--- src/hdl/obj_pkg.sv ---
`default_nettype none

package obj_pkg;

    // data widths
    typedef logic [7:0] obj_byte_t;   // object attribute or line buffer byte
    typedef logic [8:0] tab_addr_t;   // attribute table byte address
    typedef logic [6:0] slot_addr_t;  // line bank address, {slot, byte}
    typedef logic [7:0] vpos_t;       // line number

    // one table entry as delivered by the reader, b2 holds Y
    typedef struct packed {
        obj_byte_t b3;
        obj_byte_t b2;
        obj_byte_t b1;
        obj_byte_t b0;
    } obj_entry_t;

    // object table and line buffer
    localparam int        OBJ_COUNT    = 96;
    localparam int        OBJ_MAX_LINE = 24;
    localparam int        SLOT_FIRST   = 8;     // reader covers slots 8 to 31
    localparam obj_byte_t CLR_VAL      = 8'hF8; // empty byte, off screen Y

    // video timing
    localparam int CEN_DIV     = 4;   // draw_cen is one clock in four
    localparam int H_TOTAL     = 256;
    localparam int V_TOTAL     = 262;
    localparam int V_VIS_START = 16;
    localparam int V_VIS_END   = 239;
    localparam int H_READ      = 8;   // draw step where read-out begins

    typedef enum logic {
        SEARCH,
        TRANSFER
    } scan_state_t;

    typedef enum logic [1:0] {
        IDLE,
        READ,
        DRAIN
    } rd_state_t;

endpackage

`default_nettype wire

--- src/hdl/obj_table.sv ---
`default_nettype none

// object attribute table, 96 entries of four bytes
// the cpu owns the write port, the scan logic owns the read port
module obj_table
    import obj_pkg::*;
(
    input  wire       clk,
    input  wire       cpu_we,
    input  tab_addr_t cpu_addr,
    input  obj_byte_t cpu_data,
    input  tab_addr_t scan_addr,
    output obj_byte_t table_q
);

    obj_byte_t mem [OBJ_COUNT*4];

    logic cpu_hit;

    // bytes above the table are dropped
    assign cpu_hit = cpu_we && (cpu_addr < tab_addr_t'(OBJ_COUNT*4));

    always_ff @(posedge clk) begin
        if (cpu_hit) begin
            mem[cpu_addr] <= cpu_data;
        end
    end

    // scan side, data one clock after the address
    always_ff @(posedge clk) begin
        table_q <= mem[scan_addr];
    end

endmodule

`default_nettype wire

--- config.mk ---
export PLATFORM = sky130hd
export DESIGN_NAME = obj_table
export DESIGN_NICKNAME = d
export VERILOG_FILES = /design/src/hdl/obj_pkg.sv /design/src/hdl/obj_table.sv
export SDC_FILE = /design/constraint.sdc
export NUM_CORES = 2
export LEC_CHECK = 0
export CAP_MARGIN = 30
export CELL_PAD_IN_SITES_DETAIL_PLACEMENT = 1
export CELL_PAD_IN_SITES_GLOBAL_PLACEMENT = 1
export CORE_UTILIZATION = 35
export DETAILED_ROUTE_END_ITERATION = 6
export DONT_BUFFER_PORTS = 1
export GPL_ROUTABILITY_DRIVEN = 0
export PLACE_DENSITY = 0.55
export SYNTH_ARGS = -nofsm -noshare
export SYNTH_HDL_FRONTEND = slang
export SYNTH_SLANG_ARGS = --single-unit
--- constraint.sdc ---
create_clock -name clk -period 3.18 [get_ports clk]
set_input_delay 0.318 -clock clk [delete_from_list [all_inputs] [get_ports clk]]
set_output_delay 0.318 -clock clk [all_outputs]
set_load 0.02 [all_outputs]
Yosys cells after proc, flatten, opt, wreduce, memory -nomap -nowiden
Memory sizes are Yosys's and may differ from the RTL's. A register that Yosys moved wholly into a read port is not among the register bits.
Cells that the tools add are included.
- register bits after elaboration: 0
- bits in writable memories: 3072
- input bits: 28
- output and inout port bits: 8
- word-level logic and storage cells: 5
- memories: 1
- $lt $le $gt $ge: 1
- muxes and demuxes: 2
- reduce and logical (&&, ||, !) cells: 1
- memory list (memory ; words ; bits a word ; rd ports ; clocked after Yosys merged registers in ; write ports ; RTL line ; text):
    mem ; 384 ; 8 ; 1 ; 1 ; 1 ; obj_table.sv:16 ; obj_byte_t mem [OBJ_COUNT*4];
- operator list (kind ; count):
    less-than comparator 9 bit, second input constant ; 1
    two-way mux 1 bit ; 2
    logical AND 1 bit ; 1

Logic depth before layout (Yosys ltp)
- word-level depth: 4
- depth in mapped cells: 13
- gate-level depth less buffers: 7

Worst setup path after synthesis
Ideal clock, no wire load.
- kind: input-to-reg
- start: in scan_addr[0]
- end: reg table_q[2] (read register of mem)
- library setup time: 0.129 ns
- arrival time: 2.453 ns
- data required time: 3.051 ns
- setup slack: 0.598 ns
- stages: 10
- path buffers: 5
- path through: buf_4 > buf_6 > buf_6 > buf_6 > buf_2 > mux4_2 > a221oi_1 > o211ai_1 > a211oi_1 > a31oi_1
- RTL lines (element ; RTL line ; text):
    start: declaration ; obj_table.sv:12 ; input tab_addr_t scan_addr,
    end: declaration ; obj_table.sv:13 ; output obj_byte_t table_q

==> impl_metrics.tcl <==
set metrics [dict create \
    status "complete, but fails checks" \
    violations "hold timing, slew limit, setup timing" \
    swShare 0.2140 \
    crit_family "simple AND/OR/NAND/NOR gates" \
    post-place-cells 10350 \
    syn_nets 5506 \
    synth_top_cell_by_area "edfxtp_1" \
    drt_iter0_markers 5694 \
    cp.required_ns 3.97 \
    total_power_mw 86.29 \
    std_cell_rows 213 \
    ys_types 63 \
    syn_area_per_cell_um2 21.77 \
    cts_root_buf "clkbuf_16" \
    leakage_nw 44.16 \
    setup_viol 6 \
    io-pin-count 36 \
    clkSlewWorstSetupHoldPaths_ns 0.06 \
    post-cts-setup-buffer-count 0 \
    power_frac_seq 0.519 \
    start_util 0.3529 \
    crit_fanout 615 \
    critPathArrivalTime_ns 4.36 \
    area_delta_synth_final_pct 17.49 \
    layout_worst_path_cycle_share 1.123 \
    slowest_delay_ns 0.97 \
    p_per_area_nw_per_um2 615.8 \
    path_common_cell "buf_4" \
    grt_max_degree 616 \
    n_fill_cell 31850 \
    comb_power_share 0.044 \
    stdcell_area_um2 140100 \
    drive_above_1_share 0.3097 \
    slowest_stage "nor2b_4" \
    cts_tree "built" \
    die_w_um 585.8 \
    core_area_um2 337900 \
    yosysTopAreaCellShare 0.7734 \
    synth_edf_count 3072 \
    vias 59330 \
    clk_latency_ns 0.94 \
    syn_inst 5478 \
    clkPwrFrac 0.436 \
    holdBufCountCts 10 \
    crit_buf_inv 2 \
    power.internal_mw 67.82 \
    critical_path_class "in2reg" \
    hp-start "cpu_data[5]" \
    hold_viol 438 \
    tightest_slew_ns 1.961 \
    critPathLaunchType "input pin" \
    period_needed_ns 3.571 \
    drt_pass1_iterations 6 \
    p_sw_mw 18.47 \
    grt_pass1_wl_mm 483.6 \
    die_h_um 585.8 \
    timing.rr.start "mem[237][7]" \
    cts.sinks 3080 \
    path_cells "nor2b_4 -> buf_4 -> a22oi_1 -> nand3_1 -> a41oi_1 -> a311o_1 -> nor3b_1 -> buf_4 -> a31oi_1" \
    cts_resized 0 \
    final_util 0.4147 \
    place_area_um2 129100 \
    route.detailed.drc 0 \
    fmax_ghz 0.2801 \
    grt-ovfl-total 0 \
    clockBufferDepth 4 \
    vdd_drop_max_uv 463.9 \
    critPathLaunch "scan_addr[1]" \
    path_depth 9 \
    num-nets-final 6227 \
    worst_slack_ns -0.3906 \
    instances_no_fill 10990 \
    clock_skew_ns 0.06300 \
    antenna_found_initial 18 \
    ys_seq_area_frac 0.7748 \
    antenna_left 0 \
    drv_slew 209 \
    numCtsBuffers 331 \
    setup-tns-final_ns -1.453 \
    end_kind "flop" \
    routed_wirelength_mm 344.2 \
    rsz0062_at_grt "false" \
    yosys_warnings 0 \
    yosys_most_used_dff "edfxtp_1" \
    wl_per_cell_um 31.33 \
    netlist_area_um2 119300 \
    track_usage 0.1973 \
    slew_headroom -0.3075 \
    port_buffers 0 \
    hold_path.class "in2reg" \
    cts_htree_levels 5 \
    synthTopCellsByArea "edfxtp_1 77%, mux4_2 15%, mux2i_1 1.4%, nor2_1 1.4%, a22oi_1 0.72%" \
    hold-worst-slack_ns -0.4419 \
    dp_slack_ns -0.6092 \
    reg2reg_depth 7 \
    first_global_vias 62360 \
    drv_cap 0 \
    async_reset_ff_frac 0 \
    die_area_um2 343100 \
    dpl.hpwl_mm 198.6 \
    synth-seq-cells 3080 \
    via_per_inst 5.400 \
    hold_path_depth 0 \
]
[worst paths after layout]
check	to	slack, ns
max	table_q[5]	-0.39
min	mem[186][5]	-0.44
max reg2reg	table_q[7]	0.04
min reg2reg	table_q[1]	1.13
[cell type report]
cell class              instances  area (um^2)  area share
multi-input cells            2060        25160      0.1796
diodes                          7        17.52   0.0001250
inverters                       6        23.77   0.0001697
flip-flops and latches       3080        92410      0.6595
well taps                    4515         5649     0.04031
clock inverters               198         1732     0.01236
clock buffers                 400         8731     0.06231
repair buffers                720         6405     0.04571
[flip-flops by register name, summed over array words and instances (netlist names)]
register / count
mem: 3072
table_q: 8
[metal layers]
metal	GRT usage	up-vias	part of all wire
met5	0	-	0.000041
met4	0.04813	2	0.024
met1	0.2808	32680	0.44
met3	0.02730	393	0.056
li1	-	24470	-
met2	0.3209	1781	0.48
[cells by family after synthesis]
family | Yosys count | share of synthesized area
DFF | 3080 | 0.7748
muxes | 964 | 0.1621
and+or+nand+nor | 726 | 0.02613
AOI/OAI and AO/OA | 370 | 0.02158
buffers and inverters | 338 | 0.01542
[power groups by stage]
| stage | Combinational (mW) | Clock (mW) | Sequential [mW] |
|---|---|---|---|
| final | 3.83 | 37.6 | 44.8 |
| after global routing | 3.99 | 39.8 | 44.8 |
| after CTS | 3.32 | 38.4 | 44.8 |
| after detailed placement | 3.29 | 0 | 45.7 |
| after global placement | 3.28 | 0 | 45.7 |
| after floorplan | 2.11 | 0 | 45.6 |
[synthesized netlist by cell type, drive strengths merged, types with 22 or more instances]
cell type  count
a21oi         60
a22oi        114
a31oi         22
buf          181
clkbuf       151
edfxtp      3072
mux2          29
mux2i        164
mux4         771
nand2        116
nand3         58
nor2         429
nor2b         27
nor3          23
o21ai         39
o22ai         24
[placed cells by master, fill, tap and decap left out, types with 7 or more instances in the layout]
master / instances
a21oi_1: 60
mux2i_1: 164
buf_4: 640
edfxtp_1: 3072
nor2b_1: 20
o221ai_1: 11
nor2_1: 426
buf_12: 50
a32oi_1: 14
a211oi_1: 17
clkinv_1: 79
o22ai_1: 24
inv_6: 7
mux2_2: 29
nand2_1: 104
clkinv_2: 61
and2_1: 11
o21ai_0: 33
a22oi_1: 114
a31oi_1: 22
dlygate4sd3_1: 12
mux4_2: 771
nor3_1: 23
a221oi_1: 17
nand2b_1: 7
clkinvlp_4: 15
nand4_1: 10
diode_2: 7
nand2_2: 12
nor3b_1: 7
clkbuf_1: 58
buf_16: 17
nand3_1: 54
clkbuf_16: 338
a22o_1: 7
o211ai_1: 14
clkinv_8: 8
bufinv_16: 22
nor4_1: 7
dfxtp_1: 8
No activity file was read; power rests on OpenSTA's default activity.
