$ cat config.mk
export PLATFORM = sky130hd
export DESIGN_NAME = obj_timing
export DESIGN_NICKNAME = d
export VERILOG_FILES = /design/src/hdl/obj_pkg.sv /design/src/hdl/obj_timing.sv
export SDC_FILE = /design/constraint.sdc
export NUM_CORES = 1
export LEC_CHECK = 0
export ABC_CLOCK_PERIOD_IN_PS = 1700
export BUFFER_PORTS_ARGS = -buffer_cell sky130_fd_sc_hd__buf_2
export CAP_MARGIN = 5
export CELL_PAD_IN_SITES_DETAIL_PLACEMENT = 0
export CELL_PAD_IN_SITES_GLOBAL_PLACEMENT = 1
export CORE_MARGIN = 4
export CORE_UTILIZATION = 39
export CTS_CLUSTER_SIZE = 24
export DETAILED_ROUTE_END_ITERATION = 12
export PLACE_DENSITY = 0.76
export SLEW_MARGIN = 40
export SYNTH_ARGS = -nofsm -noshare
export SYNTH_HDL_FRONTEND = slang
export SYNTH_SLANG_ARGS = --single-unit
export TNS_END_PERCENT = 1
$ cat constraint.sdc
create_clock -name clk -period 1.7 [get_ports clk]
set_input_delay 0.17 -clock clk [delete_from_list [all_inputs] [get_ports clk]]
set_output_delay 0.17 -clock clk [all_outputs]
set_load 0.05 [all_outputs]
$ cat src/hdl/obj_pkg.sv
`default_nettype none

package obj_pkg;

    // data widths
    typedef logic [7:0] obj_byte_t;   // object attribute or line buffer byte
    typedef logic [8:0] tab_addr_t;   // attribute table byte address
    typedef logic [6:0] slot_addr_t;  // line bank address, {slot, byte}
    typedef logic [7:0] vpos_t;       // line number

    // one table entry as delivered by the reader, b2 holds Y
    typedef struct packed {
        obj_byte_t b3;
        obj_byte_t b2;
        obj_byte_t b1;
        obj_byte_t b0;
    } obj_entry_t;

    // object table and line buffer
    localparam int        OBJ_COUNT    = 96;
    localparam int        OBJ_MAX_LINE = 24;
    localparam int        SLOT_FIRST   = 8;     // reader covers slots 8 to 31
    localparam obj_byte_t CLR_VAL      = 8'hF8; // empty byte, off screen Y

    // video timing
    localparam int CEN_DIV     = 4;   // draw_cen is one clock in four
    localparam int H_TOTAL     = 256;
    localparam int V_TOTAL     = 262;
    localparam int V_VIS_START = 16;
    localparam int V_VIS_END   = 239;
    localparam int H_READ      = 8;   // draw step where read-out begins

    typedef enum logic {
        SEARCH,
        TRANSFER
    } scan_state_t;

    typedef enum logic [1:0] {
        IDLE,
        READ,
        DRAIN
    } rd_state_t;

endpackage

`default_nettype wire

$ cat src/hdl/obj_timing.sv
`default_nettype none

module obj_timing
    import obj_pkg::*;
(
    input  wire   clk,
    input  wire   rst,
    output logic  draw_cen,
    output logic  hinit,
    output vpos_t v,
    output logic  lvbl
);

    logic [$clog2(CEN_DIV)-1:0] cen_cnt;
    logic [$clog2(H_TOTAL)-1:0] hcnt;    // draw step within the line
    logic [$clog2(V_TOTAL)-1:0] vcnt;    // line within the frame
    logic                       h_last;

    // clock enable divider
    always_ff @(posedge clk, posedge rst) begin
        if (rst) begin
            cen_cnt  <= '0;
            draw_cen <= 1'b0;
        end else begin
            if (cen_cnt == ($bits(cen_cnt))'(CEN_DIV - 1)) begin
                cen_cnt <= '0;
            end else begin
                cen_cnt <= cen_cnt + 1'b1;
            end
            draw_cen <= (cen_cnt == ($bits(cen_cnt))'(CEN_DIV - 1));
        end
    end

    assign h_last = (hcnt == ($bits(hcnt))'(H_TOTAL - 1));

    // step and line counters move on draw_cen only
    always_ff @(posedge clk, posedge rst) begin
        if (rst) begin
            hcnt <= '0;
            vcnt <= '0;
        end else if (draw_cen) begin
            if (h_last) begin
                hcnt <= '0;
                if (vcnt == ($bits(vcnt))'(V_TOTAL - 1)) begin
                    vcnt <= '0;
                end else begin
                    vcnt <= vcnt + 1'b1;
                end
            end else begin
                hcnt <= hcnt + 1'b1;
            end
        end
    end

    // step 0 of each line, already counting the new line
    assign hinit = draw_cen && (hcnt == '0);

    // lines 256 to 261 alias onto 0 to 5 but are always blanked
    assign v = vcnt[7:0];

    assign lvbl = (vcnt >= ($bits(vcnt))'(V_VIS_START)) &&
                  (vcnt <= ($bits(vcnt))'(V_VIS_END));

endmodule

`default_nettype wire

== Word-level counts from Yosys, hierarchy flattened ==
Cells that the tools add are included.
Storage, ports and cells
  register bits after elaboration: 20
  output and inout bits: 11
  logic and storage cells: 19
  bits of input ports: 2
Operators by class
  equal/unequal tests: 3
  multiplexer cells: 3
  reduce and logical (&&, ||, !) cells: 4
  add/subtract/negate cells: 3
  magnitude comparators: 2
Operators with widths (count)
  $add A9 B1 Y9 const B: 1
  $eq A9 B9 Y1 const B: 1
  $ge A9 B5 Y1 const B: 1
  $le A9 B8 Y1 const B: 1
  $mux W9: 1
  $add A8 B1 Y8 const B: 1
  $eq A8 B8 Y1 const B: 1
  $logic_not A8 Y1: 1
  $mux W8: 1
  $add A2 B1 Y2 const B: 1
  $eq A2 B2 Y1 const B: 1
  $logic_and A1 B1 Y1: 2
  $mux W2: 1
  $reduce_and A2 Y1: 1

== Logic depth before layout (Yosys ltp) ==
  depth after elaboration: 2
  depth in mapped cells: 6
  mapped depth without buffers: 5

== Least setup slack after synthesis ==
Ideal clock, no wire load.
  path kind: reg-to-output
  start: register hcnt[2]
  end: output hinit
  data arrival time: 2.420 ns
  data required time: 1.530 ns
  path slack: -0.890 ns
  path buffers: 0
  cell stages (with the launch flop): 3
  path through: dfrtp_1 -> or4_1 -> nor4_1
Between the ends
  longest elaborated chain between the ends: 2
RTL lines
  start: declaration: RTL line obj_timing.sv:15  | logic [$clog2(H_TOTAL)-1:0] hcnt;
  start signal: assignment: RTL line obj_timing.sv:50  | hcnt <= hcnt + 1'b1;
  $logic_not A8 Y1: RTL line obj_timing.sv:56  | assign hinit = draw_cen && (hcnt == '0);
  $logic_and A1 B1 Y1: RTL line obj_timing.sv:56
  end: declaration: RTL line obj_timing.sv:9  | output logic hinit,
Every way passes these cells.

== Worst setup path in the final report ==
  start: register hcnt[3]
  end: output hinit
Same word-level chain as after synthesis.

==> reports/metrics.csv <==
stage;metric;value;unit
yosys;cell taking the most area after synthesis;dfrtp_1;
clocking;H-tree depth;1;
yosys;Post-synth EDFFs;0;
global_routing;grt total ovfl;0;
yosys;Syn Area/Cell;10.5;um^2
setup_path;crit start category;flip-flop;
place;Placement Setup Slack;70.4;ps
place;HPWL after DPL;1.49;mm
routing;vias per cell;5.21;
routing;DRT iter0 DRCs;33;
finish;Final Core Density;50.7;%
timing;Max Slew Vio Count;0;
yosys;Synth top area share;47.2;%
min_path;Hold WC Path Type;input pin to async pin;
routing;ANT nets after route;0;
yosys;Synth Area in Compound Gates;6.01;%
timing;measured slew at the worst slew-check pin;267;ps
floorplanning;row cnt;18;
routing;DR pass1 iterations;4;
yosys;post-synthesis sequential area ratio;47.2;%
outcome;failing checks;setup timing;
finish;fraction of layout instances using a drive strength above 1;31.1;%
setup_path;WP data required;1530;ps
floorplanning;core area;2540;um^2
floorplanning;Initial Utilization;41.7;%
routing;Post-Route WL;2.14;mm
timing;final worst slack;-58.7;ps
power;Comb power frac;1.8;%
global_routing;first-pass GRT wire length;3.59;mm
setup_path;crit path capture type;output port;
timing;fin crit share;103;%
yosys;#FFs+latches synth;20;
yosys;list of most frequent post-synthesis cells;20 x dfrtp_1, 10 x nand4_1, 9 x buf_4, 8 x xnor2_1, 7 x nand2_1;
power;Power Internal;610;uW
yosys;XOR/XNOR Fraction of Synth Area;8.25;%
timing;min cycle time layout;1760;ps
setup_path;worst-path maximum fanout;2;
finish;# diodes;0;
yosys;Mapped Cells;101;
power;Pwr Total;775;uW
place;routability congestion estimate;0.801;
yosys;Ys Warns;0;
routing;drt wl/cell;14.0;um
run;number of max-cap violations;0;
clocking;CTS Buffer Depth;2;
clocking;Clock Pin Slew Worst Setup and Hold Paths;120;ps
setup_path;critical path class;flip-flop to output port;
floorplanning;Die Ht;60.2;um
timing;Final Hold Fails;0;
clocking;clock sinks;20;
clocking;Clk Latency, worst-skew pair;310;ps
yosys;ranking of synthesized cells by area;dfrtp_1 47%, ha_1 7.1%, xnor2_1 6.6%, buf_4 6.4%, nand4_1 5.9%;
power;Pwr Density;600;nW/um^2
yosys;top-count cell post-synth;dfrtp_1;
power;switching pwr;165;uW
clocking;root buf cell;clkbuf_4;
power;sw frac;21.3;%
yosys;synth unique cells;28;
yosys;ys async rst share;100;%
yosys;adder-cell share of the synthesized area;7.08;%
yosys;ys flop type;dfrtp_1;
global_routing;Total GRT Usage;13.6;%
floorplanning;I/O pin count;13;
place;IO Port Bufs;12;
power;Clk network pwr share;36.9;%
yosys;simple-gate share of the synthesized area;20.5;%
global_routing;initial antenna violation count;0;
clocking;CTS tree;yes;
timing;Worst Skew;6.94;ps
timing;maximum clock frequency;0.569;GHz
clocking;CTS buffer count;3;
floorplanning;Die W;60.2;um
power;VDD IR max;0.351;mV
finish;Final #Nets;131;
yosys;Synth Net Count;109;
yosys;main combinational cell family by area after synthesis;simple AND/OR/NAND/NOR gates;
routing;drc violations;0;
timing;Slew headroom;82.2;%
power;sequential power share;61.3;%
outcome;outcome;finished with violations;
timing;final setup vio count;1;
global_routing;number of global-route vias before repair;810;
yosys;mapped cell area;1060;um^2
finish;synthesis-to-finish area growth;21.7;%
routing;Vias;792;
floorplanning;Die ar.;3620;um^2
timing;RSZ-0062 raised after global routing;yes;
setup_path;WP data arrival;1590;ps
yosys;post-synthesis mux area share;2.00;%
power;Pleak;0.000622;uW
global_routing;largest net degree at the start of global routing;21;
flip-flops by register name (all words and copies together) (netlist names):
| signal | count |
|---|---|
| vcnt | 9 |
| draw_cen | 1 |
| hcnt | 8 |
| cen_cnt | 2 |
final cells by class:
class | instances | area [um^2]
clock buffer | 4 | 36.3
fill | 247 | 1250
inverter | 6 | 22.5
multi-input combinational | 65 | 504
sequential | 20 | 503
tap | 30 | 37.5
timing repair buffer | 27 | 188
cells in the final DEF (no fill, tap or decap), types with 2 or more instances in the layout:
master | Yosys | layout
and3_1 | 3 | 3
buf_2 | 1 | 10
buf_4 | 9 | 14
buf_6 | 0 | 2
clkbuf_4 | 0 | 3
dfrtp_1 | 20 | 18
dfrtp_2 | 0 | 2
ha_1 | 6 | 6
inv_1 | 6 | 6
nand2_1 | 7 | 7
nand3_1 | 5 | 5
nand4_1 | 10 | 10
nor2_1 | 5 | 5
nor4_4 | 0 | 2
o21ai_0 | 3 | 3
xnor2_1 | 8 | 8
xor2_1 | 2 | 2
power groups by stage:
stage	Combinational [uW]	Sequential, uW	Clock [uW]
global route	16.7	476	326
global placement	12.8	485	0
detailed placement	13.2	485	0
CTS	14.7	476	301
finish	13.9	476	286
floorplan	7.13	485	0
critical path, cell delays in order (launching register included):
cell and delay [ps]:
dfrtp_1 400, or4_4 540, nor4_4 150, buf_6 190
routing by layer:
metal  up-vias  GRT usage (%)  wire (um)
met5         -              0          0
met2        16           22.5        997
met1       383           16.8       1010
met4         0           6.65         28
li1        389              -          -
met3         4           2.59        102
metrics by stage:
step	hold WS, ps	TNS, ps	cells	area, um^2
final	406	-58.7	152	1290
after floorplan	134	-1060	101	1070
after CTS	401	-91.7	152	1270
after global routing	447	-203	152	1290
after detailed placement	213	0	144	1180
after global placement	207	0	144	1180
final timing paths:
| check | cells after the start | slack [ps] | to | from |
|---|---|---|---|---|
| worst max register to register | 6 | 150 | vcnt[6] | hcnt[1] |
| max in group asynchronous | 4 | 1060 | vcnt[4] | rst |
| min in group clk | 1 | 430 | cen_cnt[0] | cen_cnt[0] |
| worst min-delay path | 4 | 410 | vcnt[1] | rst |
| worst max-delay path | 3 | -60 | hinit | hcnt[3] |
| worst min register to register | 1 | 430 | cen_cnt[0] | cen_cnt[0] |
cells by family after synthesis:
kind of cell	Yosys count
AO/OA/AOI/OAI	10
XOR/XNOR	10
adder cells (fa/ha/maj)	6
buffers and inverters	16
flip-flops	20
multiplexers	2
AND/OR/NAND/NOR	37
what timing repair did:
| action | in CTS | in global routing |
|---|---|---|
| gates resized for setup | 6 | 4 |
| hold endpoints to repair | 20 | 0 |
| pin swaps | 2 | 0 |
| setup endpoints to repair | 2 | 2 |
| buffers inserted | 3 | 0 |
| hold buffers | 1 | 0 |
No activity file was read; power rests on OpenSTA's default activity.
