File: config.mk
export PLATFORM = sky130hd
export DESIGN_NAME = obj_scan_buf
export DESIGN_NICKNAME = d
export VERILOG_FILES = /design/src/hdl/obj_pkg.sv /design/src/hdl/obj_ram.sv /design/src/hdl/obj_scan_buf.sv
export SDC_FILE = /design/constraint.sdc
export NUM_CORES = 2
export LEC_CHECK = 0
export BUFFER_PORTS_ARGS = -buffer_cell sky130_fd_sc_hd__buf_2
export CAP_MARGIN = 20
export CORE_MARGIN = 2
export CORE_UTILIZATION = 30
export CTS_CLUSTER_SIZE = 25
export DETAILED_ROUTE_END_ITERATION = 10
export SYNTH_ARGS = -nofsm -noshare
export SYNTH_HDL_FRONTEND = slang
export SYNTH_SLANG_ARGS = --single-unit
File: constraint.sdc
create_clock -name clk -period 4.4 [get_ports clk]
set_input_delay 0.22 -clock clk [delete_from_list [all_inputs] [get_ports clk]]
set_output_delay 0.22 -clock clk [all_outputs]
set_load 0.02 [all_outputs]
File: src/hdl/obj_pkg.sv
`default_nettype none

package obj_pkg;

    // data widths
    typedef logic [7:0] obj_byte_t;   // object attribute or line buffer byte
    typedef logic [8:0] tab_addr_t;   // attribute table byte address
    typedef logic [6:0] slot_addr_t;  // line bank address, {slot, byte}
    typedef logic [7:0] vpos_t;       // line number

    // one table entry as delivered by the reader, b2 holds Y
    typedef struct packed {
        obj_byte_t b3;
        obj_byte_t b2;
        obj_byte_t b1;
        obj_byte_t b0;
    } obj_entry_t;

    // object table and line buffer
    localparam int        OBJ_COUNT    = 96;
    localparam int        OBJ_MAX_LINE = 24;
    localparam int        SLOT_FIRST   = 8;     // reader covers slots 8 to 31
    localparam obj_byte_t CLR_VAL      = 8'hF8; // empty byte, off screen Y

    // video timing
    localparam int CEN_DIV     = 4;   // draw_cen is one clock in four
    localparam int H_TOTAL     = 256;
    localparam int V_TOTAL     = 262;
    localparam int V_VIS_START = 16;
    localparam int V_VIS_END   = 239;
    localparam int H_READ      = 8;   // draw step where read-out begins

    typedef enum logic {
        SEARCH,
        TRANSFER
    } scan_state_t;

    typedef enum logic [1:0] {
        IDLE,
        READ,
        DRAIN
    } rd_state_t;

endpackage

`default_nettype wire

File: src/hdl/obj_ram.sv
`default_nettype none

module obj_ram
    import obj_pkg::*;
(
    input  wire        clk,
    input  slot_addr_t addr,
    input  obj_byte_t  data,
    input  wire        we,
    output obj_byte_t  q
);

    obj_byte_t mem [2**$bits(slot_addr_t)];

    // power up empty, every byte holds the clear value
    initial begin
        for (int i = 0; i < 2**$bits(slot_addr_t); i++) begin
            mem[i] = CLR_VAL;
        end
    end

    always_ff @(posedge clk) begin
        if (we) begin
            mem[addr] <= data;
            q         <= data;      // write-first
        end else begin
            q <= mem[addr];
        end
    end

endmodule

`default_nettype wire

File: src/hdl/obj_scan_buf.sv
`default_nettype none

// per-line object search into a pair of ping-pong line banks
// one bank is filled for the next line while the other is read and cleared
module obj_scan_buf
    import obj_pkg::*;
(
    input  wire        clk,
    input  wire        rst,
    input  wire        draw_cen,
    input  wire        hinit,
    input  wire        lvbl,
    input  wire        flip,
    input  vpos_t      v,
    output tab_addr_t  scan_addr,
    input  obj_byte_t  table_q,
    input  slot_addr_t rd_slot,
    input  wire        rd_step,
    output obj_byte_t  buf_q
);

    logic        bank_sel;       // low: search fills bank a, bank b is read
    vpos_t       vf;
    scan_state_t state;
    logic        fill;           // search is over for this line
    logic [4:0]  post_scan;      // match count within the line
    logic [7:0]  vsum;
    logic        match;
    logic        last_obj;
    logic [2:0]  step_d;         // rd_step delayed by one, two, three clocks
    logic        srch_we;
    logic        clr_we;
    slot_addr_t  srch_addr;

    slot_addr_t  addr_a, addr_b;
    obj_byte_t   data_a, data_b;
    logic        we_a, we_b;
    obj_byte_t   q_a, q_b;

    always_ff @(posedge clk, posedge rst) begin
        if (rst) begin
            bank_sel <= 1'b0;
        end else if (hinit) begin
            bank_sel <= ~bank_sel;
        end
    end

    always_ff @(posedge clk) begin
        if (hinit) begin
            vf <= v ^ {8{flip}};
        end
    end

    // Y + ~vf + K, K is 254 normally and 2 when flipped
    assign vsum     = table_q + ~vf + {{6{~flip}}, 2'b10};
    assign match    = &vsum[7:4];   // 16 lines tall
    assign last_obj = (scan_addr[8:2] == 7'(OBJ_COUNT - 1));

    always_ff @(posedge clk, posedge rst) begin
        if (rst) begin
            state     <= SEARCH;
            fill      <= 1'b1;      // idle until the first line starts
            scan_addr <= tab_addr_t'(2);
            post_scan <= '0;
        end else if (draw_cen) begin
            if (hinit) begin
                state     <= SEARCH;
                fill      <= 1'b0;
                scan_addr <= tab_addr_t'(2);  // Y byte of entry 0
                post_scan <= '0;
            end else begin
                case (state)
                    SEARCH: begin
                        if (lvbl && !fill) begin
                            if (match) begin
                                scan_addr[1:0] <= 2'd0;
                                state          <= TRANSFER;
                            end else if (last_obj) begin
                                fill <= 1'b1;
                            end else begin
                                scan_addr <= scan_addr + tab_addr_t'(4);
                            end
                        end
                    end
                    TRANSFER: begin
                        if (scan_addr[1:0] == 2'd3) begin
                            state <= SEARCH;
                            if (post_scan == 5'(OBJ_MAX_LINE - 1) || last_obj) begin
                                fill <= 1'b1;
                            end else begin
                                post_scan <= post_scan + 1'b1;
                                scan_addr <= scan_addr + tab_addr_t'(3);  // next Y
                            end
                        end else begin
                            scan_addr[1:0] <= scan_addr[1:0] + 2'd1;
                        end
                    end
                    default: state <= SEARCH;
                endcase
            end
        end
    end

    // table_q matches scan_addr on every draw_cen
    assign srch_we   = draw_cen && (state == TRANSFER);
    assign srch_addr = {~post_scan, scan_addr[1:0]};  // slot 31-n holds match n

    always_ff @(posedge clk, posedge rst) begin
        if (rst) begin
            step_d <= '0;
        end else begin
            step_d <= {step_d[1:0], rd_step};
        end
    end

    assign clr_we = step_d[2];

    always_ff @(posedge clk) begin
        if (step_d[1]) begin
            buf_q <= bank_sel ? q_a : q_b;
        end
    end

    always_comb begin
        if (!bank_sel) begin
            addr_a = srch_addr;
            data_a = table_q;
            we_a   = srch_we;
            addr_b = rd_slot;
            data_b = CLR_VAL;
            we_b   = clr_we;
        end else begin
            addr_a = rd_slot;
            data_a = CLR_VAL;
            we_a   = clr_we;
            addr_b = srch_addr;
            data_b = table_q;
            we_b   = srch_we;
        end
    end

    obj_ram bank_a (
        .clk  (clk),
        .addr (addr_a),
        .data (data_a),
        .we   (we_a),
        .q    (q_a)
    );

    obj_ram bank_b (
        .clk  (clk),
        .addr (addr_b),
        .data (data_b),
        .we   (we_b),
        .q    (q_b)
    );

endmodule

`default_nettype wire

; ---- After elaboration in Yosys (flattened, before gate mapping)
; Memory sizes are Yosys's and may differ from the RTL's. A register that Yosys moved wholly into a read port is not among the register bits.
; Cells that the tools add are included.
[totals]
register_bits = 36
ramBits = 2048
inputBits = 30
output_inout_bits = 17
wordCells = 83
mem_count = 2
[mem_list]
columns = name, words, width, rd, rd_ports_with_merged_regs, wr, line_no
row1 = bank_a.mem, 128, 8, 1, 1, 1, obj_ram.sv:13  ; obj_byte_t mem [2**$bits(slot_addr_t)];
row2 = bank_b.mem, 128, 8, 1, 1, 1, obj_ram.sv:13
[classes]
addsub = 6
n_eq_ne = 13
n_mux = 36
bitwise_logic = 6
n_reduce_logical = 11
[ops]
columns = cell, count
row1 = 9-bit 2-to-1 mux, 4
row2 = 7-bit 2-to-1 mux, 4
row3 = 8-bit 2-to-1 mux, 3
row4 = 5-bit 2-to-1 mux, 4
row5 = 9-bit case mux with 2 select lines, 1
row6 = 8-bit adder, 2
row7 = 1-bit 2-to-1 mux, 16
row8 = "3-bit != test, second input constant", 5
row9 = 4-bit AND reduction, 3
row10 = 6-bit AND reduction, 2
row11 = "9-bit by 2-bit adder with 9-bit output, second input constant", 1
row12 = "9-bit by 3-bit adder with 9-bit output, second input constant", 1
row13 = "4-bit != test, second input constant", 2
row14 = 8-bit NOT, 1
row15 = 8-bit bitwise XOR, 1
row16 = "7-bit equality test, second input constant", 1
row17 = "3-bit by 2-bit != test with 1-bit output, second input constant", 2
row18 = "5-bit by 1-bit adder with 5-bit output, second input constant", 1
row19 = "5-bit equality test, second input constant", 1
row20 = 5-bit NOT, 1
row21 = 2-bit 2-to-1 mux, 2
row22 = 1-bit case mux with 2 select lines, 2
row23 = 2-bit nonzero test, 2
row24 = 1-bit NOT, 3
row25 = 6 further kinds, 7

; ---- Longest topological paths before layout
[logic_depth]
word_depth = 8
depth_mapped = 11
mapped_depth_nobuf = 10

; ---- By module
; A second synthesis with hierarchy kept.
[unflattened]
cells_unflattened = 3514
area_unflattened_um2 = 81788.4
[by_module_without_submodules]
columns = mod, n_inst, cells_each, area_per_inst_um2, seq_area_each_um2
row1 = obj_ram, 2, 1634, 39645.5, 30889.6
row2 = obj_scan_buf, 1, 246, 2497.4, 983.4

; ---- Worst setup path before layout
; OpenSTA, ideal clock, no wires.
[synth_timing]
path_type = register to register
startpoint = reg bank_sel
endpoint = mem bank_a.mem[0][1] in the netlist's numbering (data pin)
arrival_ps = 4109
required_time_ps = 3596
slack_ps = -513
stages_incl_launch_ff = 6
synth_period_minus_slack_ps = 4913
path_cell_list = dfrtp_1 -> buf_2 -> buf_2 -> clkbuf_1 -> clkbuf_1 -> nor2_1
[synth_between]
elab_chain_len = 1
[synth_lines]
columns = item, line_no
row1 = "start, declared", obj_scan_buf.sv:22  ; logic bank_sel;
row2 = "start signal, assigned", obj_scan_buf.sv:44  ; bank_sel <= ~bank_sel;
row3 = 8-bit 2-to-1 mux, obj_scan_buf.sv:125  ; if (!bank_sel) begin
row4 = named net bank_a.data[1], obj_ram.sv:8  ; input obj_byte_t data,
row5 = "end, declared", obj_ram.sv:13
; The timed path passes the listed nets, and every way through them passes these cells.

; ---- Final worst setup path
[layout_timing]
startpoint = reg bank_sel
endpoint = mem bank_b.mem[78][4] in the netlist's numbering, enable pin
[layout_rtl]
columns = item, line_no
row1 = 7-bit 2-to-1 mux, obj_scan_buf.sv:125
row2 = named net addr_b[3], obj_scan_buf.sv:35  ; slot_addr_t addr_a, addr_b;
row3 = "end, declared", obj_ram.sv:13
; The timed path passes the listed nets, and every way through them passes these cells.

==> results.md <==
* Total track usage at 14.3%
* Mux contribution to synthesized area at 14.2%
* Slew HR at between 20% and 30%
* Synth Register Bits at 2,098
* Max incr delay on CP at about 0.84 ns
* Root buf cell: clkbuf_16
* XOR/XNOR share of the synthesized area at 0.207%
* CTS Buf Count at roughly 210
* Combinational power share at 24.1%
* Core area at 274,000 um2
* Synth warn at 0
* Max-slew violations at 0
* Via count at 41,940
* Number of synthesized flops with an enable pin at ~2,100
* Mapped Avg Cell Area at 19.5 um2
* Crit Path Category: flop to flop
* CTS Hold Bufs at 28
* Setup Buffers After CTS at 0
* DR iter-0 viols at 4,488
* Compound-cell area share of the yosys netlist at about 4.0%
* Most frequent cell after synthesis: edfxtp_1
* Post-Synth Simple-Gate Area at 3.72%
* Worst Path Buf+Inv at 1
* FP Rows at 192
* Top cells by area, synth: edfxtp_1 (75%), mux4_2 (8.6%), mux2i_1 (4.9%)
* Die area at 280,000 um2
* Design Power at 54.6 mW
* Pwr/cell area at between 500 and 600 nW/um2
* First-pass GRT wire length at 296 mm
* Sw Ratio at 30.2%
* DPL Wire Length at between 100 and 150 mm
* Hold Startpoint: rd_step
* Int Pwr at 38.1 mW
* R2R depth at 5
* Layout cells sized above 1 at 20.0%
* Largest net degree at the start of global routing at 129
* DRC violation count after routing at 0
* P&R area growth vs syn at 15.3%
* Adder-cell share of the synthesized area at 0.242%
* Placed cell count at just under 8,000
* Final WL at just over 200 mm
* Antenna-violating nets left at 0
* Critical path depth at 5
* Max Cap Violations at 0
* Final period util at around nine tenths
* Async set-or-reset flop fraction in the synthesized netlist at less than 1%
* WHS Path Cells at 2
* Outcome: completed
* Num Clock Sinks at 2,098
* # setup viols final at 0
* FF-to-FF Start: bank_sel
* Fin cells at a little over 8,000
* Flop pwr share at 44.6%
* Die Ht at 529 um
* CP top delay family: simple AND/OR/NAND/NOR gates
* Vias in the first global route at 42,202
* # resized after CTS at 0
* Main combinational cell family by area after synthesis: multiplexers
* Worst-Margin Slew at 1.04 ns
* Peak supply drop at 0.439 mV
* Grt total ovfl at 0
* Clock power frac at a little under a third
* Via/cell ratio at 5.04
* H-tree Lvls at 4
* Post-DR wirelength/cell at approximately 24 um
* TritonRoute pass-1 iters at 6
* RD Place Congestion at 0.860
* Library cells used by synthesis at 69
* Nets@finish at 4,583
* Worst EP required at just under 5 ns
* Cell Area, Placed at 88,400 um2
* Boundary Pins at 47
* Min Tclk post-route at 3.90 ns
* Layout Cell Area excl Fill at about 95,000 um2
* Slowest cell on crit path: nor2b_1
* Skew final at 0.0315 ns
* Synth cell count leaders: edfxtp_1 (2,064), mux2i_1 (407), mux4_2 (317), nor2_1 (295), a22oi_1 (188)
* Critical path peak fanout at 16
* CTS clk-pin slew, worst paths at 0.06 ns
* Post-Syn Area at 82,700 um2
* Setup crit start: bank_sel
* Worst Hold Class: input pin to flop
* Worst Path Arrival at 4.37 ns
* TritonCTS clock tree: yes
* Cells after synthesis at 4,244
* Sequential area share after synthesis at 75.9%
* Max frequency at 0.256 GHz
* Clk_lat worst skew at 0.84 ns
* Leak at 30.9 nW
* Mapped Nets at 4,287
* Prevailing post-synth register cell: edfxtp_1
* # fillers at 25,382
* Clock Path Buffers at 3
* Hold Vio Cnt, Final at 0
* Initial Util at 30.2%
* Top-area cell type share of the netlist area at ~75%
* Final core utilization at around a third
* IO Port Bufs at 46
* Crit end category: flop
* Critical-path cell list: buf_4, mux2i_1, nor2b_1, nand2_1, nor2_1
* RSZ-0062 raised after global routing: false
* Worst Setup Start Kind: flop
* Initial antenna violation count at 5
* Yosys top cell by area: edfxtp_1
* P_sw at 16.5 mW
* Die Width at 529 um
## state kept, by name (all words and copies together) (netlist names), named ones only
register	cells
vf	8
buf_q	8
step_d	3
post_scan	5
scan_addr	9
bank_sel	1
bank_b.mem	1024
bank_a.mem	1024
fill	1
state	1
## stage by stage
| step | hold slack, ns | setup TNS, ns | worst slack, ns |
|---|---|---|---|
| 2_1_floorplan | 0.182 | -127.74 | -0.499 |
| 3_3_place_gp | 0.337 | 0 | 0.374 |
| 3_5_place_dp | 0.339 | 0 | 0.669 |
| 4_1_cts | 0.00175 | 0 | 0.661 |
| 5_1_grt | 0.0249 | 0 | 0.421 |
| 6_report | 0.0537 | 0 | 0.497 |
## power groups by stage
stage               clock (mW)  combinational [mW]  sequential [mW]
finish                    17.1                13.2             24.4
global route              18.1                14.0             24.4
detailed placement           0                13.2             24.8
global placement             0                13.0             24.8
floorplan                    0                8.46             24.6
CTS                       17.3                13.3             24.4
## final cells by class
cell class	instances	area, um2	area share, %
Antenna cell	9	22.5	0.0236
Clock inverter	139	1170	1.23
Inverter	30	113	0.118
Timing Repair Buffer	322	2780	2.92
Tap cell	3589	4490	4.71
Sequential cell	2098	62800	65.9
Multi-Input combinational cell	1880	18600	19.5
Clock buffer	252	5370	5.63
## routing by layer
layer / GRT usage, % / share of wire (%)
met3: 2.88 / 6.6
met4: 4.76 / 3.3
met5: 0 / 0.013
met1: 19.0 / 41
met2: 23.4 / 49
## logic make-up after synthesis
logic type,after synthesis
adders and majority gates,13
and+or+nand+nor,650
muxes,746
DFF,2098
buffers and inverters,266
xor gates and xnor gates,18
AOI/OAI and AO/OA,453
## path summary, 6_finish.rpt
kind,slack [ns],to
worst min-delay path,0.05,step_d[0]
worst max-delay path,0.50,bank_b.mem[78][4]
worst min register to register,0.36,step_d[1]
worst max register to register,0.50,bank_b.mem[78][4]
max in group asynchronous,3.73,bank_sel
min in group asynchronous,0.10,post_scan[3]
## placed cells by master (no fill, tap or decap), drive strengths merged, types with 18 or more instances in the layout
cell type and instances:
a211oi 89, a21oi 58, a221oi 32, a22oi 188, a31oi 34, buf 292
clkbuf 253, clkinv 119, dfrtp 18, dlygate4sd3 29, edfxtp 2064, inv 33
mux2i 407, mux4 338, nand2 96, nand3 71, nor2 297, nor2b 66
nor4 30
Note: power is estimated with default switching activity, not from simulation.
