File: src/hdl/obj_pkg.sv
`default_nettype none

package obj_pkg;

    // data widths
    typedef logic [7:0] obj_byte_t;   // object attribute or line buffer byte
    typedef logic [8:0] tab_addr_t;   // attribute table byte address
    typedef logic [6:0] slot_addr_t;  // line bank address, {slot, byte}
    typedef logic [7:0] vpos_t;       // line number

    // one table entry as delivered by the reader, b2 holds Y
    typedef struct packed {
        obj_byte_t b3;
        obj_byte_t b2;
        obj_byte_t b1;
        obj_byte_t b0;
    } obj_entry_t;

    // object table and line buffer
    localparam int        OBJ_COUNT    = 96;
    localparam int        OBJ_MAX_LINE = 24;
    localparam int        SLOT_FIRST   = 8;     // reader covers slots 8 to 31
    localparam obj_byte_t CLR_VAL      = 8'hF8; // empty byte, off screen Y

    // video timing
    localparam int CEN_DIV     = 4;   // draw_cen is one clock in four
    localparam int H_TOTAL     = 256;
    localparam int V_TOTAL     = 262;
    localparam int V_VIS_START = 16;
    localparam int V_VIS_END   = 239;
    localparam int H_READ      = 8;   // draw step where read-out begins

    typedef enum logic {
        SEARCH,
        TRANSFER
    } scan_state_t;

    typedef enum logic [1:0] {
        IDLE,
        READ,
        DRAIN
    } rd_state_t;

endpackage

`default_nettype wire

File: src/hdl/obj_line_reader.sv
`default_nettype none

module obj_line_reader
    import obj_pkg::*;
(
    input  wire        clk,
    input  wire        rst,
    input  wire        draw_cen,
    input  wire        hinit,
    input  wire        rom_wait,
    output slot_addr_t rd_slot,
    output logic       rd_step,
    input  obj_byte_t  buf_q,
    output obj_entry_t obj_entry,
    output logic       obj_valid
);

    rd_state_t                state;
    logic                     armed;      // a read-out is due on this line
    logic [$clog2(H_READ):0]  step_cnt;
    logic [2:0]               cap_d;
    logic                     cap;

    assign rd_step = (state == READ) && draw_cen && !rom_wait;
    assign cap     = cap_d[2];            // buf_q holds the byte now

    always_ff @(posedge clk, posedge rst) begin
        if (rst) begin
            state     <= IDLE;
            armed     <= 1'b0;
            step_cnt  <= '0;
            cap_d     <= '0;
            obj_valid <= 1'b0;
            rd_slot   <= slot_addr_t'(SLOT_FIRST*4);
        end else begin
            cap_d     <= {cap_d[1:0], rd_step};
            obj_valid <= cap && (rd_slot[1:0] == 2'd3);
            // address holds until the clear write has landed
            if (cap) begin
                rd_slot <= rd_slot + 1'b1;
            end
            if (hinit) begin
                state    <= IDLE;
                armed    <= 1'b1;
                step_cnt <= 1;    // hinit is step 0
                rd_slot  <= slot_addr_t'(SLOT_FIRST*4);
            end else begin
                case (state)
                    IDLE: begin
                        if (draw_cen && armed) begin
                            if (step_cnt == ($bits(step_cnt))'(H_READ - 1)) begin
                                state <= READ;
                                armed <= 1'b0;
                            end else begin
                                step_cnt <= step_cnt + 1'b1;
                            end
                        end
                    end
                    READ: begin
                        if (rd_step && (rd_slot == '1)) begin
                            state <= DRAIN;
                        end
                    end
                    DRAIN: if (cap) state <= IDLE;   // last byte captured
                    default: state <= IDLE;
                endcase
            end
        end
    end

    // bytes enter at the top, byte 0 ends up in b0 after four captures
    always_ff @(posedge clk) begin
        if (cap) begin
            obj_entry <= '{b3: buf_q, b2: obj_entry.b3, b1: obj_entry.b2, b0: obj_entry.b1};
        end
    end

endmodule

`default_nettype wire

File: config.mk
export PLATFORM = sky130hd
export DESIGN_NAME = obj_line_reader
export DESIGN_NICKNAME = d
export VERILOG_FILES = /design/src/hdl/obj_pkg.sv /design/src/hdl/obj_line_reader.sv
export SDC_FILE = /design/constraint.sdc
export NUM_CORES = 1
export LEC_CHECK = 0
export BUFFER_PORTS_ARGS = -buffer_cell sky130_fd_sc_hd__buf_2
export CAP_MARGIN = 20
export CORE_MARGIN = 5
export CORE_UTILIZATION = 53
export DETAILED_ROUTE_END_ITERATION = 16
export GPL_TIMING_DRIVEN = 0
export PLACE_DENSITY = 0.84
export SETUP_SLACK_MARGIN = 0.5
export SLEW_MARGIN = 20
export SYNTH_ARGS = -nofsm -noshare
export SYNTH_HDL_FRONTEND = slang
export SYNTH_SLANG_ARGS = --single-unit
File: constraint.sdc
create_clock -name clk -period 6 [get_ports clk]
set_clock_uncertainty 0.1 [all_clocks]
set_input_delay 0.6 -clock clk [delete_from_list [all_inputs] [get_ports clk]]
set_output_delay 0.6 -clock clk [all_outputs]
set_load 0.05 [all_outputs]
## After elaboration in Yosys (flattened, before gate mapping)

Index checks and enable logic that the tools add are counted.
W data, S select, Z words.

| storage, ports and cells | value |
|---|---|
| memory bits (writable) | 0 |
| logic and storage cells | 52 |
| memories kept | 0 |
| latch bits | 0 |
| output and inout bits | 41 |
| bits in registers | 50 |
| ROM bits | 0 |
| input bits | 13 |

| operators by class | value |
|---|---|
| shift-type cells | 0 |
| muxes and demuxes | 16 |
| reduce and logical (&&, ||, !) cells | 14 |
| div/mod/pow operators | 0 |
| order comparisons | 0 |
| equal/unequal tests | 10 |
| bitwise gates (word level) | 0 |
| $add $sub $neg | 2 |
| multiply operators | 0 |

Operators with widths:

| cell | count |
|---|---|
| $mux W4 | 4 |
| $mux W7 | 2 |
| $mux W2 | 5 |
| $ne A3 B3 Y1 const B | 3 |
| $reduce_bool A2 Y1 | 4 |
| $add A7 B1 Y7 const B | 1 |
| $eq A7 B7 Y1 const B | 1 |
| $pmux W2 S3 | 1 |
| $reduce_and A3 Y1 | 2 |
| $logic_and A1 B1 Y1 | 5 |
| $add A4 B1 Y4 const B | 1 |
| $eq A2 B2 Y1 const B | 2 |
| $eq A4 B3 Y1 const B | 1 |
| $mux W1 | 4 |
| $reduce_and A4 Y1 | 1 |
| $ne A3 B2 Y1 const B | 1 |
| $eq A2 B1 Y1 const B | 1 |
| $logic_not A2 Y1 | 1 |
| $ne A2 B2 Y1 const B | 1 |
| $logic_not A1 Y1 | 1 |

## Logic depth before layout (Yosys ltp)

Gate-level depths: netlist of run 1.

| logic depth | value |
|---|---|
| word-level depth | 7 |
| mapped depth | 5 |
| depth with buffers taken out | 4 |

## Worst setup path after synthesis of run 1

OpenSTA, ideal clock, no wires.

| timing path | value |
|---|---|
| kind | reg2reg |
| start point | reg cap_d[2] |
| end point | reg rd_slot[5] |
| cell stages (with the launch flop) | 5 |
| slack | 3.960 ns |
| data arrival time | 1.876 ns |
| clock period less this slack | 2.040 ns |
| cells stage by stage | dfrtp_1 -> clkbuf_1 -> nand4_1 -> or3_1 -> nand3_1 |

| between the ends | value |
|---|---|
| cells in the longest elaborated chain, start to end | 1 |

Ends and longest elaborated chain:

| element | RTL line | text |
|---|---|---|
| start: declaration | obj_line_reader.sv:21 | `logic [2:0] cap_d;` |
| start signal: assignment | obj_line_reader.sv:36 | `cap_d <= {cap_d[1:0], rd_step};` |
| $reduce_bool A2 Y1 (no source line) | n/a |  |
| end signal: assignment | obj_line_reader.sv:34 | `rd_slot <= slot_addr_t'(SLOT_FIRST*4);` |
| end signal: assignment | obj_line_reader.sv:40 | `rd_slot <= rd_slot + 1'b1;` |
| end signal: assignment | obj_line_reader.sv:46 | `rd_slot <= slot_addr_t'(SLOT_FIRST*4);` |
| end: declaration | obj_line_reader.sv:11 | `output slot_addr_t rd_slot,` |

No other way between the ends.
A chain may end at the register's enable or synchronous reset.

## Worst setup path after layout of run 1

| timing path | value |
|---|---|
| start point | reg state[1] |
| end point | out rd_step |

| between the ends | value |
|---|---|
| cells in the longest elaborated chain, start to end | 3 |

Ends and longest elaborated chain:

| element | RTL line | text |
|---|---|---|
| start: declaration | obj_line_reader.sv:18 | `rd_state_t state;` |
| start signal: assignment | obj_line_reader.sv:29 | `state <= IDLE;` |
| start signal: assignment | obj_line_reader.sv:43 | `state <= IDLE;` |
| start signal: assignment | obj_line_reader.sv:52 | `state <= READ;` |
| $eq A2 B1 Y1 | obj_line_reader.sv:24 | `assign rd_step = (state == READ) && draw_cen && !rom_wait;` |
| $logic_and A1 B1 Y1 (2 in a row) | obj_line_reader.sv:24 |  |
| end: declaration | obj_line_reader.sv:12 | `output logic rd_step,` |

No other way between the ends.

==> impl_metrics.json, run 1 <==
{
  "cts_buffers": 5,
  "ys_ff_latch": 50,
  "routed_wl_um": 3070,
  "startpoint_type": "register",
  "dp_hpwl_um": 2280,
  "maxCapViolCount": 0,
  "timing_worst_setup_path_type": "register to primary output",
  "max_freq_mhz": 474,
  "rsz0062_at_grt": "false",
  "clk_pin_slew_ns": 0.13,
  "max-slew-margin-rel": 0.549,
  "stdcell_count": 210,
  "p_per_area_nw_per_um2": 245,
  "async_flop_share": 0.360,
  "status": "finished clean",
  "end_kind": "primary output",
  "nFillCells": 250,
  "first_iter_violations": 37,
  "dp.cells": 203,
  "setup_tns_ns": 0,
  "viasPerCell": 5.15,
  "cp_data_arrival_time_ns": 1.41,
  "ant_nets": 0,
  "fin_crit_sh": 0.352,
  "peakVddDrop_v": 0.000188,
  "remaining_drc_errors": 0,
  "grt_pass1_wl_um": 4800,
  "syn_nets": 119,
  "globalplace.congestion": 0.744,
  "placed_area_sq_um": 2090,
  "avgSynthCellArea_sq_um": 17.0,
  "leakagePower_uw": 0.000886,
  "cts_max_level": 2,
  "num_rows": 21,
  "cts_resized": 0,
  "max-clock-path-buffers": 2,
  "antenna_found_initial": 0,
  "coreArea_sq_um": 3280,
  "grt_usage": 0.144,
  "finalSetupViolCount": 0,
  "clk_latency_ns": 0.35,
  "finalHoldViolations": 0,
  "io_pins": 54,
  "required_ns": 5.30,
  "n_antenna_cell": 0,
  "netlist_instances": 104,
  "synth_edf_count": 32,
  "yosys_warnings": 0,
  "route.vias.total": 1081,
  "grt_max_degree": 34,
  "root_buffer": "clkbuf_4",
  "cp_slowest_stage_delay_ns": 0.45,
  "io_buffers": 53,
  "synth_cell_types": 32,
  "synthFlopType": "edfxtp_1",
  "synthToLayoutAreaGrowth_pct": 21.3,
  "critPathSlowestCell": "dfrtp_1",
  "slew_violations": 0,
  "cts_tree": "built",
  "path_cells": "and4bb_2, buf_2",
  "fin_nets": 179,
  "synth-seq-area-share": 0.801,
  "dr.pass1.iters": 4,
  "min_period_ns": 2.11,
  "worst_pin_slew_ns": 0.676,
  "start_util": 0.537,
  "hp-class": "input port to async pin",
  "fp.dieH_um": 67.7,
  "wl_per_cell_um": 14.6,
  "cts_hold_buf": 0,
  "drive_gt1_frac": 0.390,
  "clock_sinks": 50,
  "path_buf_inv": 1,
  "first_global_vias": 1076,
  "syn_area_sq_um": 1760,
  "crit_family": "flip-flops",
  "cts_setup_buffers": 0,
  "die-width_um": 67.7,
  "path_max_fanout": 6,
  "fin_area_sq_um": 2140,
  "die-area_sq_um": 4580,
  "grt_overflow": 0
}
[per-layer routing]
metal | part of all wire | GRT usage
met1 | 0.37 | 0.167
met2 | 0.55 | 0.239
met3 | 0.066 | 0.0516
met4 | 0.010 | 0.0658
met5 | 0 | 0
[area by class of cell]
type,instances,area [sq um],area share
plain buffers,3,12.5,0.00584
repair buffers,53,265,0.124
clock inverters,2,15.0,0.00701
flip-flops and latches,50,1410,0.660
inverters,2,7.51,0.00351
clock buffers,5,37.5,0.0175
well taps,46,57.6,0.0269
multi-input cells,49,332,0.155
[per-stage QoR]
step	util	power [uW]	setup WS, ns	hold slack [ns]
floorplan	-	384	3.96	0.231
global placement	0.635	390	3.73	0.234
detailed placement	0.635	392	3.63	0.244
CTS	0.651	528	3.59	0.220
global route	0.652	550	3.82	0.239
finish	0.652	524	3.89	0.224
[state kept, by name, summed over array words and instances, names as in the netlist]
| name | count |
|---|---|
| cap_d | 3 |
| obj_entry | 32 |
| step_cnt | 4 |
| state | 2 |
| obj_valid | 1 |
| armed | 1 |
| rd_slot | 7 |
[synthesized netlist by cell type, types with 2 or more instances]
master | instances | share of area
a21oi_1 | 4 | 0.011
and4_1 | 2 | 0.0099
clkbuf_1 | 2 | 0.0043
dfrtp_1 | 17 | 0.24
edfxtp_1 | 32 | 0.54
ha_1 | 2 | 0.014
inv_1 | 2 | 0.0043
nand3_1 | 5 | 0.014
nand4_1 | 3 | 0.011
nor2_1 | 7 | 0.015
o21ai_0 | 4 | 0.011
or3_1 | 2 | 0.0071
xnor2_1 | 2 | 0.0099
xor2_1 | 2 | 0.0099
[final timing paths]
path                            depth (start not counted)  slack (ns)         end      from
worst max-delay path                                    2        3.89     rd_step  state[1]
worst min-delay path                                    2        0.22    cap_d[2]       rst
worst max register to register                          4        3.96  rd_slot[5]  cap_d[2]
worst min register to register                          0        0.26    cap_d[2]  cap_d[1]
max in group asynchronous                               2        5.11    cap_d[2]       rst
min in group clk                                        0        0.26    cap_d[2]  cap_d[1]
[logic make-up after synthesis]
group / after synthesis / share of synthesized area
flip-flops: 50 / 0.801
AND/OR/NAND/NOR: 31 / 0.111
AO/OA/AOI/OAI: 10 / 0.0305
buffers and inverters: 5 / 0.0113
XOR/XNOR: 4 / 0.0199
multiplexers: 2 / 0.0121
adder cells (fa/ha/maj): 2 / 0.0142
[worst register-to-register path, cell delays in order, from the launching register on]
cell and delay, ns:
dfrtp_2 0.81, clkbuf_1 0.37, nand4_1 0.22, or3_1 0.39
nand3_1 0.10
[cell usage in the layout (no fill, tap or decap), types with 2 or more instances in the layout]
cell type	instances
buf_2	53
edfxtp_1	32
dfrtp_1	16
nor2_1	7
nand3_1	5
clkbuf_4	5
o21ai_0	4
a21oi_1	4
nand4_1	3
clkbuf_1	2
inv_1	2
or3_1	2
and4_1	2
xnor2_1	2
xor2_1	2
ha_1	2
clkinvlp_4	2
[power breakdown]
group	switching, uW	total (uW)	internal (uW)
registers	1.92	368	366
clock network	96.9	140	43.4
logic	9.53	15.8	6.30
(Power assumes the default switching activity.)
==> run 2, diff against run 1 <==
--- a/config.mk
+++ b/config.mk
@@ -8,10 +8,10 @@
 export BUFFER_PORTS_ARGS = -buffer_cell sky130_fd_sc_hd__buf_2
 export CAP_MARGIN = 20
 export CORE_MARGIN = 5
-export CORE_UTILIZATION = 53
+export CORE_UTILIZATION = 49
 export DETAILED_ROUTE_END_ITERATION = 16
 export GPL_TIMING_DRIVEN = 0
-export PLACE_DENSITY = 0.84
+export PLACE_DENSITY = 0.79
 export SETUP_SLACK_MARGIN = 0.5
 export SLEW_MARGIN = 20
 export SYNTH_ARGS = -nofsm -noshare
==> constraint.sdc (replaced) <==
create_clock -name clk -period 2.1 [get_ports clk]
set_clock_uncertainty 0.1 [all_clocks]
set_input_delay 0.21 -clock clk [delete_from_list [all_inputs] [get_ports clk]]
set_output_delay 0.21 -clock clk [all_outputs]
set_load 0.05 [all_outputs]
==> impl_metrics.json, run 2 (synthesized netlist as in run 1, its figures left out) <==
{
  "cp_data_arrival_time_ns": 1.84,
  "end_kind": "register",
  "root_buffer": "clkbuf_4",
  "grt_pass1_wl_um": 5830,
  "setup_tns_ns": 0,
  "cts_tree": "built",
  "fp.dieH_um": 70.0,
  "grt_max_degree": 19,
  "min_period_ns": 1.64,
  "path_cells": "ha_2, and3b_1, clkbuf_8, or4_4, a21oi_2",
  "clk_latency_ns": 0.37,
  "required_ns": 2.30,
  "remaining_drc_errors": 0,
  "wl_per_cell_um": 15.6,
  "max-clock-path-buffers": 2,
  "routed_wl_um": 3590,
  "finalHoldViolations": 0,
  "cp_slowest_stage_delay_ns": 0.42,
  "clk_pin_slew_ns": 0.14,
  "hp-class": "input port to register",
  "clock_sinks": 50,
  "die-width_um": 70.0,
  "rsz0062_at_grt": "true",
  "path_buf_inv": 1,
  "dr.pass1.iters": 4,
  "path_max_fanout": 5,
  "worst_pin_slew_ns": 0.661,
  "layout_commonest_cell": "buf_2",
  "maxCapViolCount": 0,
  "start_util": 0.516,
  "viasPerCell": 5.13,
  "finalSetupViolCount": 0,
  "hold_path_depth": 3,
  "reg_top3": "obj_entry: 32 flops, rd_slot: 7 flops, step_cnt: 4 flops",
  "timing_worst_setup_path_type": "register to register",
  "most-common-layout-cells": "buf_2 (52), edfxtp_1 (32), dfrtp_1 (16)",
  "path_depth": 5,
  "grt_usage": 0.154,
  "die-area_sq_um": 4900,
  "num_rows": 21,
  "dp_hpwl_um": 2440,
  "largest_reg_flops": 32,
  "critPathSlowestCell": "dfrtp_1",
  "max_freq_mhz": 610,
  "startpoint_type": "register",
  "io_buffers": 53,
  "fin_crit_sh": 0.780,
  "first_global_vias": 1235,
  "route.vias.total": 1179,
  "slew_violations": 0,
  "cts_max_level": 2,
  "status": "finished clean",
  "synthToLayoutAreaGrowth_pct": 34.1,
  "n_antenna_cell": 0,
  "leakagePower_uw": 0.000995,
  "ant_nets": 0,
  "power.total_uw": 1550,
  "fin_nets": 198,
  "first_iter_violations": 82,
  "globalplace.congestion": 0.797,
  "reg2regPathDepth": 5,
  "p_per_area_nw_per_um2": 657,
  "drive_gt1_frac": 0.429,
  "coreArea_sq_um": 3420,
  "max-slew-margin-rel": 0.559,
  "crit_family": "simple AND/OR/NAND/NOR gates",
  "peakVddDrop_v": 0.000437,
  "antenna_found_initial": 0,
  "grt_overflow": 0,
  "cts_buffers": 5,
  "regMostFlops": "obj_entry",
  "io_pins": 54
}
-- run 2: cell count changes in the layout (fill, tap and decap cells not counted), sizes merged --
cell         before  now
clkinvlp          2    1
dlygate4sd3       0   10
clkinv            0    2
buf              53   62
-- run 2: report_power, final --
group / internal [uW] / switching [uW] / total (uW) / leakage, uW
clock: 131 / 298 / 429 / 0.0000312
sequential: 1050 / 4.69 / 1050 / 0.000524
combinational: 38.6 / 36.1 / 74.7 / 0.000440
total: 1220 / 339 / 1550 / 0.000995
-- run 2: routing by layer --
metal,part of all wire,track usage,vias up
met3,0.078,0.0531,10
met4,0.021,0.0574,0
li1,-,-,548
met1,0.39,0.169,570
met2,0.52,0.275,51
met5,0,0,-
-- run 2: final cells by class --
class | instances | area [sq um]
plain buffers | 3 | 31.3
clock buffers | 5 | 37.5
clock inverters | 3 | 21.3
fillers | 255 | 1050
inverters | 2 | 7.51
multi-input cells | 49 | 348
flip-flops and latches | 50 | 1420
well taps | 46 | 57.6
repair buffers | 72 | 447
-- run 2: what timing repair did --
item                                    in CTS  in global routing
endpoints found under the setup margin       4                  5
buffers inserted                             8                  1
pin swaps                                    1                  2
cloned                                       0                  0
hold endpoints to repair                    27                  0
hold buffers                                10                  0
resized for setup                            5                  3
-- run 2: final timing paths --
kind / to / from / slack, ns
worst min-delay path: armed / draw_cen / 0.08
worst max register to register: step_cnt[3] / step_cnt[0] / 0.46
worst min register to register: cap_d[2] / cap_d[1] / 0.26
max in group asynchronous: cap_d[2] / rst / 1.05
worst max-delay path: step_cnt[3] / step_cnt[0] / 0.46
min in group asynchronous: rd_slot[0] / rst / 0.36
-- run 2: worst register-to-register path: stages, from the launching register on --
cell and delay, ns:
dfrtp_1 0.42, ha_2 0.18, and3b_1 0.18, clkbuf_8 0.15
or4_4 0.42, a21oi_2 0.14
-- run 2: metrics by stage --
| step | setup slack [ns] | cells | hold slack [ns] | utilization | instance area [sq um] |
|---|---|---|---|---|---|
| after floorplan | 0.512 | 104 | 0.0479 | - | 1780 |
| after global placement | 0.411 | 203 | 0.213 | 0.616 | 2100 |
| after detailed placement | 0.367 | 203 | 0.229 | 0.616 | 2100 |
| after CTS | 0.487 | 229 | 0.0750 | 0.686 | 2340 |
| after global routing | 0.414 | 230 | 0.0758 | 0.693 | 2370 |
| final | 0.461 | 230 | 0.0801 | 0.693 | 2370 |
==> run 3, diff against run 2 <==
==> constraint.sdc (replaced) <==
create_clock -name clk -period 1.7 [get_ports clk]
set_clock_uncertainty 0.1 [all_clocks]
set_input_delay 0.17 -clock clk [delete_from_list [all_inputs] [get_ports clk]]
set_output_delay 0.17 -clock clk [all_outputs]
set_load 0.05 [all_outputs]
==> impl_metrics.json, run 3 (synthesized netlist as in run 1, its figures left out) <==
{
  "cp_slowest_stage_delay_ns": 0.46,
  "die-area_sq_um": 4900,
  "required_ns": 1.91,
  "timing_worst_setup_path_type": "register to register",
  "io_buffers": 53,
  "met3_length_um": 320,
  "antenna_found_initial": 0,
  "cp_data_arrival_time_ns": 1.91,
  "die-width_um": 70.0,
  "grt_max_degree": 19,
  "clock_sinks": 50,
  "finalHoldViolations": 0,
  "viasPerCell": 5.35,
  "first_global_vias": 1335,
  "remaining_drc_errors": 0,
  "ff2ff_setup_slack_ns": -0.005,
  "max-clock-path-buffers": 2,
  "hp-class": "input port to register",
  "fin_crit_sh": 1.00,
  "most-common-layout-cells": "buf_6 (42), edfxtp_1 (32), buf_4 (31)",
  "grt_usage": 0.185,
  "cts_buffers": 5,
  "crit_family": "simple AND/OR/NAND/NOR gates",
  "peakVddDrop_v": 0.000463,
  "coreArea_sq_um": 3420,
  "routed_wl_um": 5290,
  "reg2regPathDepth": 5,
  "regMostFlops": "obj_entry",
  "p_per_area_nw_per_um2": 675,
  "status": "finished with violations",
  "cts_max_level": 2,
  "violations": "negative setup slack",
  "path_cells": "ha_2, and3b_1, clkbuf_8, or4_4, a21oi_2",
  "wl_met1_um": 1860,
  "layout_commonest_cell": "buf_6",
  "hp-start": "rom_wait",
  "slew_violations": 0,
  "num_rows": 21,
  "clk_latency_ns": 0.38,
  "fin_nets": 225,
  "clk_pin_slew_ns": 0.16,
  "critPathSlowestCell": "dfrtp_1",
  "grt_pass1_wl_um": 7000,
  "startpoint_type": "register",
  "worst_pin_slew_ns": 0.725,
  "hold_path_depth": 2,
  "min_period_ns": 1.70,
  "largest_reg_flops": 32,
  "path_max_fanout": 3,
  "dr.pass1.iters": 4,
  "io_pins": 54,
  "r2r_start": "step_cnt[0]",
  "grt_overflow": 0,
  "end_kind": "register",
  "dp.cells": 203,
  "synthToLayoutAreaGrowth_pct": 66.7,
  "start_util": 0.516,
  "fp.dieH_um": 70.0,
  "ant_nets": 0,
  "drive_gt1_frac": 0.583,
  "leakagePower_uw": 0.00122,
  "rsz0062_at_grt": "true",
  "max-slew-margin-rel": 0.516,
  "globalplace.congestion": 0.735,
  "route.vias.total": 1374,
  "maxCapViolCount": 0,
  "routed.top_layer": "met4",
  "fin_ws_ns": -0.00497,
  "r2r_end": "step_cnt[3]",
  "dp_hpwl_um": 2360,
  "path_buf_inv": 1,
  "wl_met2_um": 2910,
  "power.total_uw": 1990,
  "first_iter_violations": 110,
  "setup_tns_ns": -0.00497,
  "reg_top3": "obj_entry: 32 flops, rd_slot: 7 flops, step_cnt: 4 flops",
  "max_freq_mhz": 587,
  "dpl_worst_slack_ns": 0.0490,
  "wl_per_cell_um": 20.6,
  "hold_end": "cap_d[0]",
  "n_antenna_cell": 0,
  "root_buffer": "clkbuf_4",
  "cts_tree": "built",
  "stdcell_count": 257,
  "finalSetupViolCount": 1,
  "fin_util": 0.861
}
-- run 3: metrics by stage --
step | cell area (sq um) | hold slack, ns
after global routing | 2940 | 0.000506
after global placement | 2130 | 0.183
final | 2940 | 0.0298
after detailed placement | 2130 | 0.195
after CTS | 2770 | 0.0112
after floorplan | 1810 | 0.00759
-- run 3: final cells by class --
class | count | area, sq um
clock inverters | 3 | 25.0
clock buffers | 5 | 37.5
repair buffers | 99 | 931
multi-input cells | 49 | 428
flip-flops and latches | 50 | 1420
fillers | 135 | 474
well taps | 46 | 57.6
inverters | 2 | 7.51
plain buffers | 3 | 32.5
-- run 3: timing repair --
item | in CTS | in global routing
endpoints found under the hold margin | 27 | 0
gates cloned | 0 | 0
hold buffers | 10 | 0
pin swaps | 5 | 10
buffers inserted | 21 | 15
gates resized for setup | 92 | 15
setup endpoints to repair | 56 | 71
-- run 3: how the worst max path moves through the flow --
stage | end | slack (ns) | startpoint | cells past startpoint
2_1_floorplan | rd_slot[6] | 0.18 | rd_slot[5] | 3
3_3_place_gp | rd_slot[5] | 0.09 | cap_d[2] | 4
3_5_place_dp | step_cnt[3] | 0.05 | step_cnt[0] | 5
4_1_cts | step_cnt[3] | 0.03 | step_cnt[0] | 5
5_1_grt | state[0] | -0.03 | step_cnt[0] | 6
6_report | step_cnt[3] | -0.005 | step_cnt[0] | 5
-- run 3: routing by layer --
layer,GRT usage,up-vias
met3,0.0459,16
li1,-,600
met5,0,-
met4,0.0596,0
met1,0.206,673
met2,0.342,85
-- run 3: power breakdown --
part	leakage, uW	total, uW	switching [uW]	internal [uW]
Clock	0.0000318	586	416	170
Sequential	0.000515	1300	8.75	1290
Combinational	0.000668	98.8	49.3	49.5
Total	0.00122	1990	474	1510
